==> config.mk <==
export PLATFORM = sky130hd
export DESIGN_NAME = gpio
export DESIGN_NICKNAME = d
export VERILOG_FILES = /design/src/rtl/gpio_pkg.sv /design/src/rtl/gpio.sv /design/src/rtl/gpio_pad_mux.sv /design/src/rtl/gpio_regs.sv
export SDC_FILE = /design/constraint.sdc
export NUM_CORES = 1
export LEC_CHECK = 0
export BUFFER_PORTS_ARGS = -buffer_cell sky130_fd_sc_hd__buf_2
export CELL_PAD_IN_SITES_DETAIL_PLACEMENT = 1
export CELL_PAD_IN_SITES_GLOBAL_PLACEMENT = 1
export CORE_MARGIN = 2
export CORE_UTILIZATION = 42
export DETAILED_ROUTE_END_ITERATION = 10
export PLACE_DENSITY_LB_ADDON = 0.1
export SLEW_MARGIN = 20
export SYNTH_ARGS = -nofsm -noshare
export SYNTH_HDL_FRONTEND = slang
export SYNTH_SLANG_ARGS = --single-unit
==> constraint.sdc <==
create_clock -name clk -period 6 [get_ports clk]
set_clock_uncertainty 0.15 [all_clocks]
set_input_delay 1.2 -clock clk [delete_from_list [all_inputs] [get_ports clk]]
set_output_delay 1.2 -clock clk [all_outputs]
set_load 0.005 [all_outputs]
==> src/rtl/gpio_pkg.sv <==
// Shared types, register offsets and bus structs for the GPIO block.
// Imported by every GPIO module and by the testbench.
package gpio_pkg;

	// Pad count is fixed by the per-pad peripheral table
	localparam int N_PADS = 16;

	typedef logic [N_PADS-1:0] pad_vec_t;
	typedef logic [15:0]       apb_addr_t;
	typedef logic [31:0]       apb_data_t;

	// Only the low 12 address bits are decoded here
	typedef logic [11:0]       reg_offs_t;

	localparam reg_offs_t ADDR_OUT     = 12'h000;
	localparam reg_offs_t ADDR_OUT_SET = 12'h004;
	localparam reg_offs_t ADDR_OUT_CLR = 12'h008;
	localparam reg_offs_t ADDR_OUT_XOR = 12'h00c;
	localparam reg_offs_t ADDR_DIR     = 12'h010;
	localparam reg_offs_t ADDR_IN      = 12'h014;
	localparam reg_offs_t ADDR_FSEL    = 12'h018;

	// APB request, driven by the bus master
	typedef struct packed {
		logic      psel;
		logic      penable;
		logic      pwrite;
		apb_addr_t paddr;
		apb_data_t pwdata;
	} apb_req_t;

	// APB response
	typedef struct packed {
		apb_data_t prdata;
		logic      pready;
		logic      pslverr;
	} apb_rsp_t;

	// Peripheral signals heading out to pads
	typedef struct packed {
		logic lcd_pwm;
		logic uart_tx;
		logic spi_sclk;
		logic spi_cs;
		logic spi_sdo;
	} periph_out_t;

	// Pad inputs handed back to peripherals
	typedef struct packed {
		logic uart_rx;
		logic spi_sdi;
	} periph_in_t;

endpackage

==> src/rtl/gpio.sv <==
// GPIO top level with the APB register block feeding the pad mux.
// Pads leave as separate out, oe and in vectors; buffers live in the board wrapper.
`timescale 1ns/1ps

module gpio
	import gpio_pkg::*;
#(
	// Depth of the pad input synchronizer
	parameter int SYNC_STAGES = 2
) (
	input  logic        clk,
	input  logic        rst_n,

	// APB slave port
	input  apb_req_t    apb_req_i,
	output apb_rsp_t    apb_rsp_o,

	// Fixed peripherals
	input  periph_out_t periph_out_i,
	output periph_in_t  periph_in_o,

	// Pads
	input  pad_vec_t    pad_in_i,
	output pad_vec_t    pad_out_o,
	output pad_vec_t    pad_oe_o
);

	pad_vec_t out;
	pad_vec_t dir;
	pad_vec_t fsel;
	pad_vec_t in_sync;

	gpio_regs u_regs (
		.clk       (clk),
		.rst_n     (rst_n),
		.apb_req_i (apb_req_i),
		.apb_rsp_o (apb_rsp_o),
		.in_sync_i (in_sync),
		.out_o     (out),
		.dir_o     (dir),
		.fsel_o    (fsel)
	);

	gpio_pad_mux #(
		.SYNC_STAGES (SYNC_STAGES)
	) u_pad_mux (
		.clk          (clk),
		.rst_n        (rst_n),
		.out_i        (out),
		.dir_i        (dir),
		.fsel_i       (fsel),
		.periph_out_i (periph_out_i),
		.periph_in_o  (periph_in_o),
		.pad_in_i     (pad_in_i),
		.pad_out_o    (pad_out_o),
		.pad_oe_o     (pad_oe_o),
		.in_sync_o    (in_sync)
	);

endmodule

==> src/rtl/gpio_pad_mux.sv <==
// Pad side of the GPIO with per-pad output and enable select, input synchronizer
// and routing of pad inputs back to the UART and SPI.
`timescale 1ns/1ps

module gpio_pad_mux
	import gpio_pkg::*;
#(
	parameter int SYNC_STAGES = 2
) (
	input  logic        clk,
	input  logic        rst_n,

	input  pad_vec_t    out_i,
	input  pad_vec_t    dir_i,
	input  pad_vec_t    fsel_i,

	input  periph_out_t periph_out_i,
	output periph_in_t  periph_in_o,

	input  pad_vec_t    pad_in_i,
	output pad_vec_t    pad_out_o,
	output pad_vec_t    pad_oe_o,

	output pad_vec_t    in_sync_o
);

	// Pad assignment of the fixed peripherals
	localparam int PAD_LCD_PWM  = 5;
	localparam int PAD_SPI_CS   = 10;
	localparam int PAD_SPI_SCLK = 11;
	localparam int PAD_SPI_SDO  = 12;
	localparam int PAD_SPI_SDI  = 13;
	localparam int PAD_UART_RX  = 14;
	localparam int PAD_UART_TX  = 15;

	// Pads with a peripheral output are always driven under fsel
	localparam pad_vec_t PERIPH_OE = pad_vec_t'((1 << PAD_LCD_PWM) | (1 << PAD_SPI_CS) |
		(1 << PAD_SPI_SCLK) | (1 << PAD_SPI_SDO) | (1 << PAD_UART_TX));

	pad_vec_t periph_out;
	pad_vec_t sync_q [SYNC_STAGES];

	// Peripheral value seen by each pad when its fsel bit is set.
	// Pads with no peripheral output, including the SPI and UART inputs, stay low.
	always_comb begin
		periph_out = '0;

		periph_out[PAD_LCD_PWM]  = periph_out_i.lcd_pwm;
		periph_out[PAD_SPI_CS]   = periph_out_i.spi_cs;
		periph_out[PAD_SPI_SCLK] = periph_out_i.spi_sclk;
		periph_out[PAD_SPI_SDO]  = periph_out_i.spi_sdo;
		periph_out[PAD_UART_TX]  = periph_out_i.uart_tx;
	end

	// fsel 0 gives the pad to software, fsel 1 to the peripheral
	assign pad_out_o = (fsel_i & periph_out) | (~fsel_i & out_i);
	assign pad_oe_o  = (fsel_i & PERIPH_OE)  | (~fsel_i & dir_i);

	// Input synchronizer

	always_ff @(posedge clk or negedge rst_n) begin
		if (!rst_n) begin
			for (int i = 0; i < SYNC_STAGES; i++) begin
				sync_q[i] <= '0;
			end
		end else begin
			sync_q[0] <= pad_in_i;
			for (int i = 1; i < SYNC_STAGES; i++) begin
				sync_q[i] <= sync_q[i-1];
			end
		end
	end

	assign in_sync_o = sync_q[SYNC_STAGES-1];

	// UART is happy with the synchronizer latency, SPI data-in is not
	assign periph_in_o = '{
		uart_rx: in_sync_o[PAD_UART_RX],
		spi_sdi: pad_in_i[PAD_SPI_SDI]
	};

	// Checks

	// SPI data-in pad must never be driven while handed to the peripheral
	assert property (@(posedge clk) disable iff (!rst_n)
		fsel_i[PAD_SPI_SDI] |-> !pad_oe_o[PAD_SPI_SDI])
	else $error("pad 13 output enabled under function select");

	// UART receive lags its pad by exactly the synchronizer depth
	assert property (@(posedge clk) disable iff (!rst_n)
		$past(rst_n, SYNC_STAGES) |->
			(periph_in_o.uart_rx == $past(pad_in_i[PAD_UART_RX], SYNC_STAGES)))
	else $error("uart_rx latency mismatch");

endmodule

==> src/rtl/gpio_regs.sv <==
// APB register block of the GPIO with OUT and its set, clear and toggle aliases, DIR, FSEL and IN.
// Zero wait states; bad offsets and writes to IN end with pslverr.
`timescale 1ns/1ps

module gpio_regs
	import gpio_pkg::*;
(
	input  logic     clk,
	input  logic     rst_n,

	input  apb_req_t apb_req_i,
	output apb_rsp_t apb_rsp_o,

	input  pad_vec_t in_sync_i,
	output pad_vec_t out_o,
	output pad_vec_t dir_o,
	output pad_vec_t fsel_o
);

	reg_offs_t offs;
	pad_vec_t  wdata;

	logic access;
	logic wr_en;
	logic rd_en;

	logic hit_out;
	logic hit_set;
	logic hit_clr;
	logic hit_xor;
	logic hit_dir;
	logic hit_in;
	logic hit_fsel;
	logic mapped;
	logic illegal;

	logic out_wr;
	logic dir_wr;
	logic fsel_wr;

	pad_vec_t  out_q;
	pad_vec_t  dir_q;
	pad_vec_t  fsel_q;
	pad_vec_t  out_next;
	apb_data_t rdata;

	// Decode

	assign offs  = apb_req_i.paddr[11:0];
	assign wdata = apb_req_i.pwdata[N_PADS-1:0];

	// Slave is always ready, so every access cycle completes
	assign access = apb_req_i.psel && apb_req_i.penable;
	assign wr_en  = access && apb_req_i.pwrite;
	assign rd_en  = access && !apb_req_i.pwrite;

	assign hit_out  = (offs == ADDR_OUT);
	assign hit_set  = (offs == ADDR_OUT_SET);
	assign hit_clr  = (offs == ADDR_OUT_CLR);
	assign hit_xor  = (offs == ADDR_OUT_XOR);
	assign hit_dir  = (offs == ADDR_DIR);
	assign hit_in   = (offs == ADDR_IN);
	assign hit_fsel = (offs == ADDR_FSEL);

	assign mapped = hit_out || hit_set || hit_clr || hit_xor ||
		hit_dir || hit_in || hit_fsel;

	// IN is read only; a write there is rejected like an unmapped access
	assign illegal = !mapped || (apb_req_i.pwrite && hit_in);

	assign out_wr  = wr_en && !illegal && (hit_out || hit_set || hit_clr || hit_xor);
	assign dir_wr  = wr_en && !illegal && hit_dir;
	assign fsel_wr = wr_en && !illegal && hit_fsel;

	// New OUT value for a plain write or one of the atomic aliases
	always_comb begin
		out_next = out_q;
		if (hit_out) begin
			out_next = wdata;
		end else if (hit_set) begin
			out_next = out_q | wdata;
		end else if (hit_clr) begin
			out_next = out_q & ~wdata;
		end else if (hit_xor) begin
			out_next = out_q ^ wdata;
		end
	end

	// Registers

	always_ff @(posedge clk or negedge rst_n) begin
		if (!rst_n) begin
			out_q <= '0;
		end else if (out_wr) begin
			out_q <= out_next;
		end
	end

	always_ff @(posedge clk or negedge rst_n) begin
		if (!rst_n) begin
			dir_q <= '0;
		end else if (dir_wr) begin
			dir_q <= wdata;
		end
	end

	always_ff @(posedge clk or negedge rst_n) begin
		if (!rst_n) begin
			fsel_q <= '0;
		end else if (fsel_wr) begin
			fsel_q <= wdata;
		end
	end

	assign out_o  = out_q;
	assign dir_o  = dir_q;
	assign fsel_o = fsel_q;

	// Read path, combinational in the access cycle

	always_comb begin
		rdata = '0;
		if (rd_en) begin
			case (offs)
				ADDR_OUT:  rdata = apb_data_t'(out_q);
				ADDR_DIR:  rdata = apb_data_t'(dir_q);
				ADDR_IN:   rdata = apb_data_t'(in_sync_i);
				ADDR_FSEL: rdata = apb_data_t'(fsel_q);
				// Alias offsets and unmapped space read as zero
				default:   rdata = '0;
			endcase
		end
	end

	assign apb_rsp_o = '{
		prdata:  rdata,
		pready:  1'b1,
		pslverr: access && illegal
	};

	// Checks

	// Error is only ever signalled during an access cycle
	assert property (@(posedge clk) disable iff (!rst_n)
		apb_rsp_o.pslverr |-> (apb_req_i.psel && apb_req_i.penable))
	else $error("pslverr outside access cycle");

endmodule

* Yosys cells after proc, flatten, opt, wreduce, memory -nomap -nowiden
Index checks and enable logic that the tools add are counted.
Storage, ports and cells: register bits 80, bits of input ports 74, logic and storage cells 49
Cells by class: equal/unequal tests 6, reduce and logical (&&, ||, !) cells 22, bitwise gates (word level) 10, muxes and demuxes 6
Operator list (number):
- 16-bit bitwise AND | 4
- 16-bit two-way mux | 4
- 16-bit case mux with 4 select lines | 1
- 16-bit OR | 3
- 12-bit by 5-bit equality test with 1-bit output, second input constant | 3
- 32-bit two-way mux | 1
- 16-bit NOT | 2
- 12-bit by 4-bit equality test with 1-bit output, second input constant | 2
- 16-bit bitwise XOR | 1
- 12-bit by 3-bit equality test with 1-bit output, second input constant | 1
- 12-bit logical NOT | 1
- 1-bit logical AND | 9
- 1-bit logical OR | 7
- 4-bit nonzero test | 1
- 1-bit logical NOT | 3
- 2-bit AND reduction | 1

* Depth between registers and ports, before layout
Gate-level depths: netlist of the first run.
depth after elaboration 13, depth in mapped cells 8

* Modules after synthesis
Synthesis of the first run repeated with hierarchy kept, for this count alone.
Second synthesis, totals: cells, all modules 444, area total of the unflattened synthesis 4809.6 µm²
Modules (own cells, without submodules):
- gpio_regs | sequential area each 1201.2 µm², cells an instance 362, times used 1, area an instance 3629.7 µm²
- gpio_pad_mux | sequential area each 800.8 µm², cells an instance 82, times used 1, area an instance 1179.9 µm²

* Least setup slack after synthesis of the first run
OpenSTA, ideal clock, no wires.
kind in2out, start point input port apb_req_i[41] in the netlist's numbering, end point output port apb_rsp_o[10] in the netlist's numbering, arrival time 2736 ps, required time 4650 ps, buffers on the path 2, path slack 1914 ps, cell stages on the path 6, cells stage by stage nor4_1 > nand3_1 > or4_1 > clkbuf_1 > buf_2 > a21oi_1
RTL lines:
- from (decl) | line gpio.sv:15 | input apb_req_t apb_req_i,
- to (decl) | line gpio.sv:16 | output apb_rsp_t apb_rsp_o,

==> metrics.txt, run 1 <==
status completed; WP depth 6; Setup TNS Final 0 ns; hpwl dp 8350 µm; H-Tree Depth 3; top_reg_cell synth dfrtp_1; RSZ-0062 raised after global routing false; Synth cell types 35; CP max stage cell or4_1; vias in the first global route 3641; synth warn 0; Worst slew margin 0.303; worst reg2reg path startpoint u_regs.out_o[14]; Final min period 4.92 ns; largest cells by area after synthesis dfrtp_1 44%, mux2_2 11%, ha_1 8.8%; Startpoint Class input pin; Synth area leader dfrtp_1; Setup CP Type input pin to output pin; most frequent cell after synthesis dfrtp_1; TritonCTS clock tree built; post-CTS setup buffer count 0; number of buffers created by CTS 9; Slew Limit Fails 0; Post-synth EDFFs 0; antenna violations before repair 0; syn_area_per_cell 10.5 µm²; post-synthesis register bit count 80; DRT iter0 DRCs 155; Core Util, Final 0.511; height of the die 108 µm; pre-CTS WS 1.13 ns; top cell type's share of synthesized area 0.442; CP delay by family, top simple AND/OR/NAND/NOR gates; Synth Instances 431; Fmax 203 MHz; setup slack, reg-to-reg 4.32 ns; mapped cell area 0.00453 mm²; Worst Setup SP apb_req_i[41]; setup ws final 1.08 ns; final-stage net count 634; core area 0.0104 mm²; leak pwr 2.66 nW; RePlAce Congestion 0.761; worst path required time 4.65 ns; clock-pin slew on the worst setup and hold paths 0.07 ns; Largest stage delay, worst path 0.99 ns; worst slew pin tran 1.04 ns; IO Port Bufs 104; final setup fails 0; first-pass GRT wire length 19900 µm; root buffer cell clkbuf_8; Async SR Flop Fraction 1.00; Commonest cells post-synth 80 x dfrtp_1, 44 x mux2_2, 39 x nand2_1, 34 x inv_1, 32 x ha_1; worst-path maximum fanout 16; Hold Path Class register to register; Initial Util 0.435; Die ar. 0.0116 mm²; worst reg2reg endpoint u_regs.out_o[14]; met3 WL 692 µm; Post-route DRC 0; Rows 37; max-cap viol count 0; vias per cell 5.34; Clock Latency Late Sink 0.37 ns; final WL 12600 µm; IO Pins 142; PostCTS Resize Cnt 0; CP dominant cell by count buf_2; CTS Sinks 80; Fill cells 1216; sequential cell area fraction in the yosys report 0.442; Reg2Reg Depth 5; share of post-route cells with drive strength above 1 0.368; CTS max path bufs 2; WL met2 5820 µm; Avg WL per Cell 18.8 µm; maximum vdd drop 0.158 mV; Via Count 3569; CP cell instances buf_2, nor4_1, nand3_1, or4_1, a21oi_1, buf_2; worst endpoint data arrival time 3.57 ns; DR top layer met4; WL met1 5820 µm; hold path depth 0; CP endpoint kind output pin; Tcrit/Tclk final 0.821; final hold violations 0; Critical path buffers and inverters 2; Power Dens Cells 201 mW/mm²; maximum number of pins on one net before global-route repair 81; GR Overflow Total 0; final antenna-violating net count 0; GRT Overall Usage 0.229; Die X-Extent 108 µm; CTS Hold Buffers Added 0; Setup crit end apb_rsp_o[7]; first-pass iteration count of the detailed router 4; Area Overhead vs Synth 17.5%; n_diodes 0
[stage by stage]
stage                     hold slack [ns]  instance area, µm²  power (mW)  cells
final                               0.200                5320        1.07    668
after global placement              0.182                5110       0.652    653
after CTS                           0.203                5320        1.08    668
after detailed placement            0.186                5110       0.656    653
after floorplan                     0.181                4580       0.615    446
after global routing                0.209                5320        1.12    668
[power breakdown]
part	internal, mW	total, mW	switching (mW)
Combinational	0.0351	0.0902	0.0552
Clock	0.223	0.424	0.201
Sequential	0.551	0.555	0.00425
Total	0.808	1.07	0.260
[sequential cells by signal, indices dropped and copies added, names as in the netlist]
register,count
u_pad_mux.in_sync_o,16
u_regs.out_o,16
u_regs.fsel_o,16
u_regs.dir_o,16
u_pad_mux.sync_q,16
[final cells by class]
cell class	instances	area, µm²	share of cell area
multi-input combinational	291	2230	0.419
sequential	80	2000	0.376
timing repair buffer	112	587	0.110
tap	136	170	0.0320
clock buffer	12	165	0.0310
inverter	34	128	0.0240
clock inverter	3	40.0	0.00753
[layout by cell type (no fill, tap or decap), types with 6 or more instances in the layout]
master,netlist,layout
o21ai_0,21,21
dfrtp_1,80,80
clkbuf_8,0,12
buf_4,21,8
ha_1,32,32
a31oi_1,15,15
buf_2,5,103
conb_1,2,17
o221ai_2,10,10
inv_1,34,34
nor2_1,31,30
nand2_1,39,39
nor2b_1,12,12
mux2_2,44,44
a32oi_1,12,12
a21oi_1,18,18
nand3_1,6,6
[worst min path at each step]
stage	startpoint	end	slack, ns
detailed placement	u_pad_mux.sync_q[23]	u_pad_mux.in_sync_o[7]	0.19
finish	u_pad_mux.sync_q[23]	u_pad_mux.in_sync_o[7]	0.20
floorplan	u_pad_mux.sync_q[16]	u_pad_mux.in_sync_o[0]	0.18
global placement	u_pad_mux.sync_q[19]	u_pad_mux.in_sync_o[3]	0.18
CTS	u_pad_mux.sync_q[20]	u_pad_mux.in_sync_o[4]	0.20
global route	u_pad_mux.sync_q[23]	u_pad_mux.in_sync_o[7]	0.21
[logic make-up (layout without fill, tap and decap cells)]
family / count (synthesis) / in the layout / synth area share
mux: 49 / 49 / 0.123
buf+inv: 75 / 161 / 0.0843
other cells: 2 / 17 / 0.00166
xor+xnor: 1 / 1 / 0.00194
flops: 80 / 80 / 0.442
simple gates: 106 / 106 / 0.119
fa+ha+maj: 32 / 32 / 0.0884
compound gates: 86 / 86 / 0.139
[routing by layer]
layer / vias to the layer above / GRT usage
li1: 1664 / -
met2: 117 / 0.360
met4: 0 / 0.0870
met5: - / 0
met3: 17 / 0.0424
met1: 1771 / 0.315
(Power assumes the default switching activity.)
==> inputs of run 2 (changes only) <==
Settings changed: CORE_UTILIZATION 42 to 39.
Clock period 6 ns to 5 ns, I/O delays scaled along.
==> run 2 against run 1 <==
Wire length is 1.7% higher. Critical endpoint unchanged. Worst setup slack worse by 0.38 ns. Final cell count is 1.3% higher. Highest routed layer unchanged. First-iteration DRC count is 31% lower. Via count is 0.39% higher.
==> metrics.txt, run 2 (synthesis gave the netlist of run 1 again) <==
status completed; TritonCTS clock tree built; Largest stage delay, worst path 0.64 ns (-0.35 ns); IO Pins 142 (unchanged); first-pass GRT wire length 20200 µm (+1.9%); CTS Sinks 80 (unchanged); multi-input logic area 0.00223 mm² (unchanged); Clock Power Share 0.482 (+0.086); Pint 1.15 mW (+43%); Sequential Power Share 0.446 (-0.073); WP depth 7 (+1); CP endpoint kind output pin; CTS Hold Buffers Added 0 (unchanged); height of the die 112 µm (+3.6%); Via Count 3583 (+0.39%); Setup TNS Final 0 ns (unchanged); antenna violations before repair 0 (unchanged); Post-route DRC 0 (unchanged); worst endpoint data arrival time 3.16 ns (-0.41 ns); Reg2Reg Depth 5 (unchanged); hold path depth 0 (unchanged); Clock Latency Late Sink 0.34 ns (-0.03 ns); final antenna-violating net count 0 (unchanged); Power Dens Cells 274 mW/mm² (+37%); Die X-Extent 112 µm (+3.6%); CP dominant cell by count buf_2; Rows 39 (+5.4%); core area 0.0114 mm² (+9.2%); Setup CP Type input pin to output pin; maximum number of pins on one net before global-route repair 81 (unchanged); final WL 12800 µm (+1.7%); worst-path maximum fanout 8 (-8); CP max stage cell or4_1; DRT iter0 DRCs 107 (-31%); maximum vdd drop 0.167 mV (+5.5%); met3 WL 617 µm (-11%); Sw Share 0.229 (-0.0148); DR top layer met4; worst path required time 3.85 ns (-0.80 ns); worst slew pin tran 1.08 ns (+0.0370 ns); Fill cells 1303 (+7.2%); Worst slew margin 0.278 (-0.0247); Final min period 4.31 ns; H-Tree Depth 3 (unchanged); hpwl dp 8660 µm (+3.8%); total power 1.50 mW (+40%); n_diodes 0 (unchanged); commonest non-fill, non-tap cell in the layout buf_2; Switching Power 0.343 mW (+32%); final hold violations 0 (unchanged); Critical path buffers and inverters 3 (+1); vias per cell 5.29 (-0.94%); max-cap viol count 0 (unchanged); Finished Cell Area 0.00545 mm² (+2.5%); leak pwr 2.71 nW (+1.7%); Startpoint Class input pin; Min Hold Slack 0.197 ns (-0.00338 ns); Fmax 232 MHz; Tcrit/Tclk final 0.862; Initial Util 0.398 (-0.0364); IO Port Bufs 104 (unchanged); clock-pin slew on the worst setup and hold paths 0.06 ns (about the same); Avg WL per Cell 18.9 µm (+0.39%); Slew Limit Fails 0 (unchanged); CTS max path bufs 2 (unchanged); Hold Path Class register to register; combinational share of power 0.072 (-0.012); share of post-route cells with drive strength above 1 0.369 (+0.000493); CP cell instances buf_2, nor4_1, nand3_1, or4_1, buf_4, a21oi_1, buf_2; Placed Area 0.00513 mm² (+0.32%); final-stage net count 635 (+0.16%); final setup fails 0 (unchanged); GRT Overall Usage 0.210 (-0.0193); CP delay by family, top simple AND/OR/NAND/NOR gates; root buffer cell clkbuf_16; RePlAce Congestion 0.766 (+0.67%); FF/Latch Area 0.00200 mm² (unchanged); GR Overflow Total 0 (unchanged); WL met2 6040 µm (+3.7%); Die ar. 0.0125 mm² (+7.4%); first-pass iteration count of the detailed router 4 (unchanged); post-CTS setup buffer count 0 (unchanged); vias in the first global route 3727 (+2.4%); WL met1 5910 µm (+1.7%); PostCTS Resize Cnt 0 (unchanged); number of buffers created by CTS 9 (unchanged); highest-count cells in the layout ignoring fill and taps 103 x buf_2, 80 x dfrtp_1, 44 x mux2_2; Area Overhead vs Synth 20.5%; RSZ-0062 raised after global routing false
-- run 2: power by group through the flow --
stage	clock [mW]	combinational (mW)	sequential, mW
after floorplan	0	0.0613	0.677
after global placement	0	0.105	0.678
after detailed placement	0	0.109	0.679
after CTS	0.737	0.110	0.667
after global routing	0.774	0.122	0.668
final	0.721	0.108	0.667
-- run 2: final cells by class --
class / instances / share of cell area
flip-flops and latches: 80 / 0.367
multi-input cells: 291 / 0.409
repair buffers: 113 / 0.109
inverters: 34 / 0.0234
well taps: 143 / 0.0328
clock buffers: 11 / 0.0445
clock inverters: 5 / 0.0147
-- run 2: routing by layer --
metal  track usage  up-vias
li1              -     1676
met4        0.0642        0
met5             0        -
met3        0.0359       15
met2         0.347      106
met1         0.283     1786
-- run 2: worst paths after layout --
| check | startpoint | endpoint | slack (ns) |
|---|---|---|---|
| min in group asynchronous | rst_n | u_regs.dir_o[2] | 0.55 |
| setup reg to reg | u_regs.out_o[14] | u_regs.out_o[14] | 3.39 |
| hold reg to reg | u_pad_mux.sync_q[29] | u_pad_mux.in_sync_o[13] | 0.20 |
| max in group asynchronous | rst_n | u_pad_mux.in_sync_o[4] | 3.64 |
| hold / removal | u_pad_mux.sync_q[29] | u_pad_mux.in_sync_o[13] | 0.20 |
| setup / recovery | apb_req_i[41] | apb_rsp_o[7] | 0.69 |
-- run 2: through the flow --
step                       util  cells  setup slack, ns
after floorplan               -    446             1.31
after global placement    0.451    661            0.757
after detailed placement  0.451    661            0.672
after CTS                 0.479    677            0.676
after global routing      0.480    677            0.511
final                     0.480    677            0.692
-- run 2: worst reg2reg max path, stage by stage, from the launching register on --
cell and delay, ns:
dfrtp_1 0.39, inv_1 0.09, ha_1 0.22, mux4_2 0.46
nand2_1 0.08, o21ai_0 0.09
==> inputs of run 3 (changes only) <==
Settings changed: CORE_UTILIZATION 39 to 35.
Clock period 5 ns to 3.7 ns, I/O delays scaled along.
==> run 3 against run 2 <==
Worst hold slack hardly changed. Combinational power increased by 39%. Total power rose by 30%. Sequential share of layout area decreased by 0.67 points. Register-to-register slack worse by 1.4 ns. Clock power up 25%. Sequential cell count unchanged. Cell area is 1.9% higher. Wire length increased by 2.5%. Worst setup slack worse by 0.48 ns. Sequential power is 35% higher. Global-route usage down 1.4 points. Critical endpoint is now apb_rsp_o[6]. Highest routed layer unchanged.
==> metrics.txt, run 3 (synthesis gave the netlist of run 1 again) <==
CP dominant cell by count buf_2; final-stage net count 646 (+1.7%); Startpoint Class input pin; n_diodes 0 (unchanged); first-pass GRT wire length 21100 µm (+4.5%); IO Port Bufs 104 (unchanged); CP cell instances buf_2, nor4_1, buf_4, nand2_1, or3_1, a2bb2oi_1, a21oi_1, buf_2; Final Non-Filler Cells 717 (+5.9%); Slew Limit Fails 0 (unchanged); hpwl dp 9120 µm (+5.2%); Area Overhead vs Synth 22.7%; Rows 41 (+5.1%); vias per cell 4.97 (-6.0%); CP max stage cell or3_1; Sequential Power Share 0.462 (+0.016); PostCTS Resize Cnt 0 (unchanged); maximum vdd drop 0.258 mV (+55%); maximum number of pins on one net before global-route repair 81 (unchanged); share of post-route cells with drive strength above 1 0.382 (+0.0127); Setup TNS Final 0 ns (unchanged); worst-path maximum fanout 4 (-4); GRT Overall Usage 0.196 (-0.0141); Clock Latency Late Sink 0.35 ns (about the same); final hold violations 0 (unchanged); final setup fails 0 (unchanged); Fmax 287 MHz; number of buffers created by CTS 9 (unchanged); height of the die 118 µm (+5.4%); status completed; Post-route DRC 0 (unchanged); Hold Path Class register to register; Avg WL per Cell 18.3 µm (-3.2%); H-Tree Depth 3 (unchanged); final WL 13100 µm (+2.5%); highest-count cells in the layout ignoring fill and taps 103 x buf_2, 80 x dfrtp_1, 44 x mux2_2; Pint 1.50 mW (+30%); IO Pins 142 (unchanged); Switching Power 0.452 mW (+32%); Via Count 3567 (-0.45%); Die ar. 0.0139 mm² (+11%); CTS Hold Buffers Added 0 (unchanged); Worst slew margin 0.499 (+0.221); total power 1.95 mW (+30%); CP endpoint kind output pin; Final min period 3.48 ns; post-CTS setup buffer count 0 (unchanged); leak pwr 2.76 nW (+2.0%); Power Dens Cells 352 mW/mm² (+28%); Die X-Extent 118 µm (+5.4%); clock-pin slew on the worst setup and hold paths 0.06 ns (about the same); CTS Sinks 80 (unchanged); Largest stage delay, worst path 0.46 ns (-0.18 ns); Tcrit/Tclk final 0.942; combinational share of power 0.077 (+0.005); Setup CP Type input pin to output pin; post-placement cell count 701 (+6.1%); worst path required time 2.81 ns (-1.04 ns); root buffer cell clkbuf_16; Clock Power Share 0.461 (-0.021); RSZ-0062 raised after global routing false; Sw Share 0.232 (+0.00264); worst slew pin tran 0.751 ns (-0.327 ns); RePlAce Congestion 0.769 (+0.37%); worst endpoint data arrival time 2.59 ns (-0.57 ns); final antenna-violating net count 0 (unchanged); Placed Area 0.00525 mm² (+2.3%); Initial Util 0.359 (-0.0394); TritonCTS clock tree built; CTS max path bufs 2 (unchanged); first-pass iteration count of the detailed router 4 (unchanged); max-cap viol count 0 (unchanged); GR Overflow Total 0 (unchanged); vias in the first global route 3863 (+3.6%); core area 0.0126 mm² (+11%); Finished Cell Area 0.00556 mm² (+1.9%); commonest non-fill, non-tap cell in the layout buf_2; DRT iter0 DRCs 158 (+48%); antenna violations before repair 0 (unchanged)
run 3: cell count changes in the layout (fill, tap and decap cells not counted):
| cell | before | now |
|---|---|---|
| bufinv_16 | 2 | 0 |
| buf_4 | 9 | 20 |
| clkinv_2 | 1 | 0 |
| clkbuf_8 | 1 | 5 |
| clkinvlp_4 | 2 | 1 |
run 3: path summary, 6_finish.rpt:
check | start | endpoint | slack (ns) | cells past startpoint
worst max-delay path | apb_req_i[41] | apb_rsp_o[6] | 0.22 | 8
max in group asynchronous | rst_n | u_pad_mux.in_sync_o[9] | 2.60 | 1
worst max register to register | u_regs.out_o[14] | u_regs.out_o[14] | 2.02 | 5
min in group asynchronous | rst_n | u_pad_mux.sync_q[17] | 0.29 | 1
worst min-delay path | u_pad_mux.sync_q[29] | u_pad_mux.in_sync_o[13] | 0.20 | 0
worst min register to register | u_pad_mux.sync_q[29] | u_pad_mux.in_sync_o[13] | 0.20 | 0
run 3: routing by layer:
metal  wire length, µm  GRT usage  up-vias
met5                 0          0        -
met4               227     0.0685        0
met3               670     0.0388       13
met2              6090      0.319      103
met1              6100      0.260     1764
li1                  -          -     1687
run 3: layout make-up:
cell class | count | area (µm²)
Clock buffer | 15 | 298
Clock inverter | 1 | 7.51
Fill cell | 1491 | 7060
Inverter | 34 | 128
Multi-Input combinational cell | 291 | 2230
Sequential cell | 80 | 2000
Tap cell | 172 | 215
Timing Repair Buffer | 124 | 677
run 3: per-stage QoR:
stage / hold slack (ns) / worst slack (ns) / utilization
3_5_place_dp: 0.186 / 0.253 / 0.416
5_1_grt: 0.201 / 0.111 / 0.440
4_1_cts: 0.199 / 0.230 / 0.440
6_report: 0.197 / 0.216 / 0.440
2_1_floorplan: 0.181 / 0.534 / -
3_3_place_gp: 0.181 / 0.291 / 0.416
run 3: power groups by stage:
stage | clock [mW] | combinational [mW] | sequential [mW]
finish | 0.901 | 0.150 | 0.901
floorplan | 0 | 0.0828 | 0.915
CTS | 0.932 | 0.152 | 0.901
global route | 0.958 | 0.169 | 0.903
global placement | 0 | 0.145 | 0.916
detailed placement | 0 | 0.151 | 0.917
run 3: worst max-delay path, delay by kind of cell:
| family | cells | cell delay (ns) |
|---|---|---|
| simple gates | 3 | 0.98 |
| compound gates | 2 | 0.41 |
| buf+inv | 3 | 0.47 |
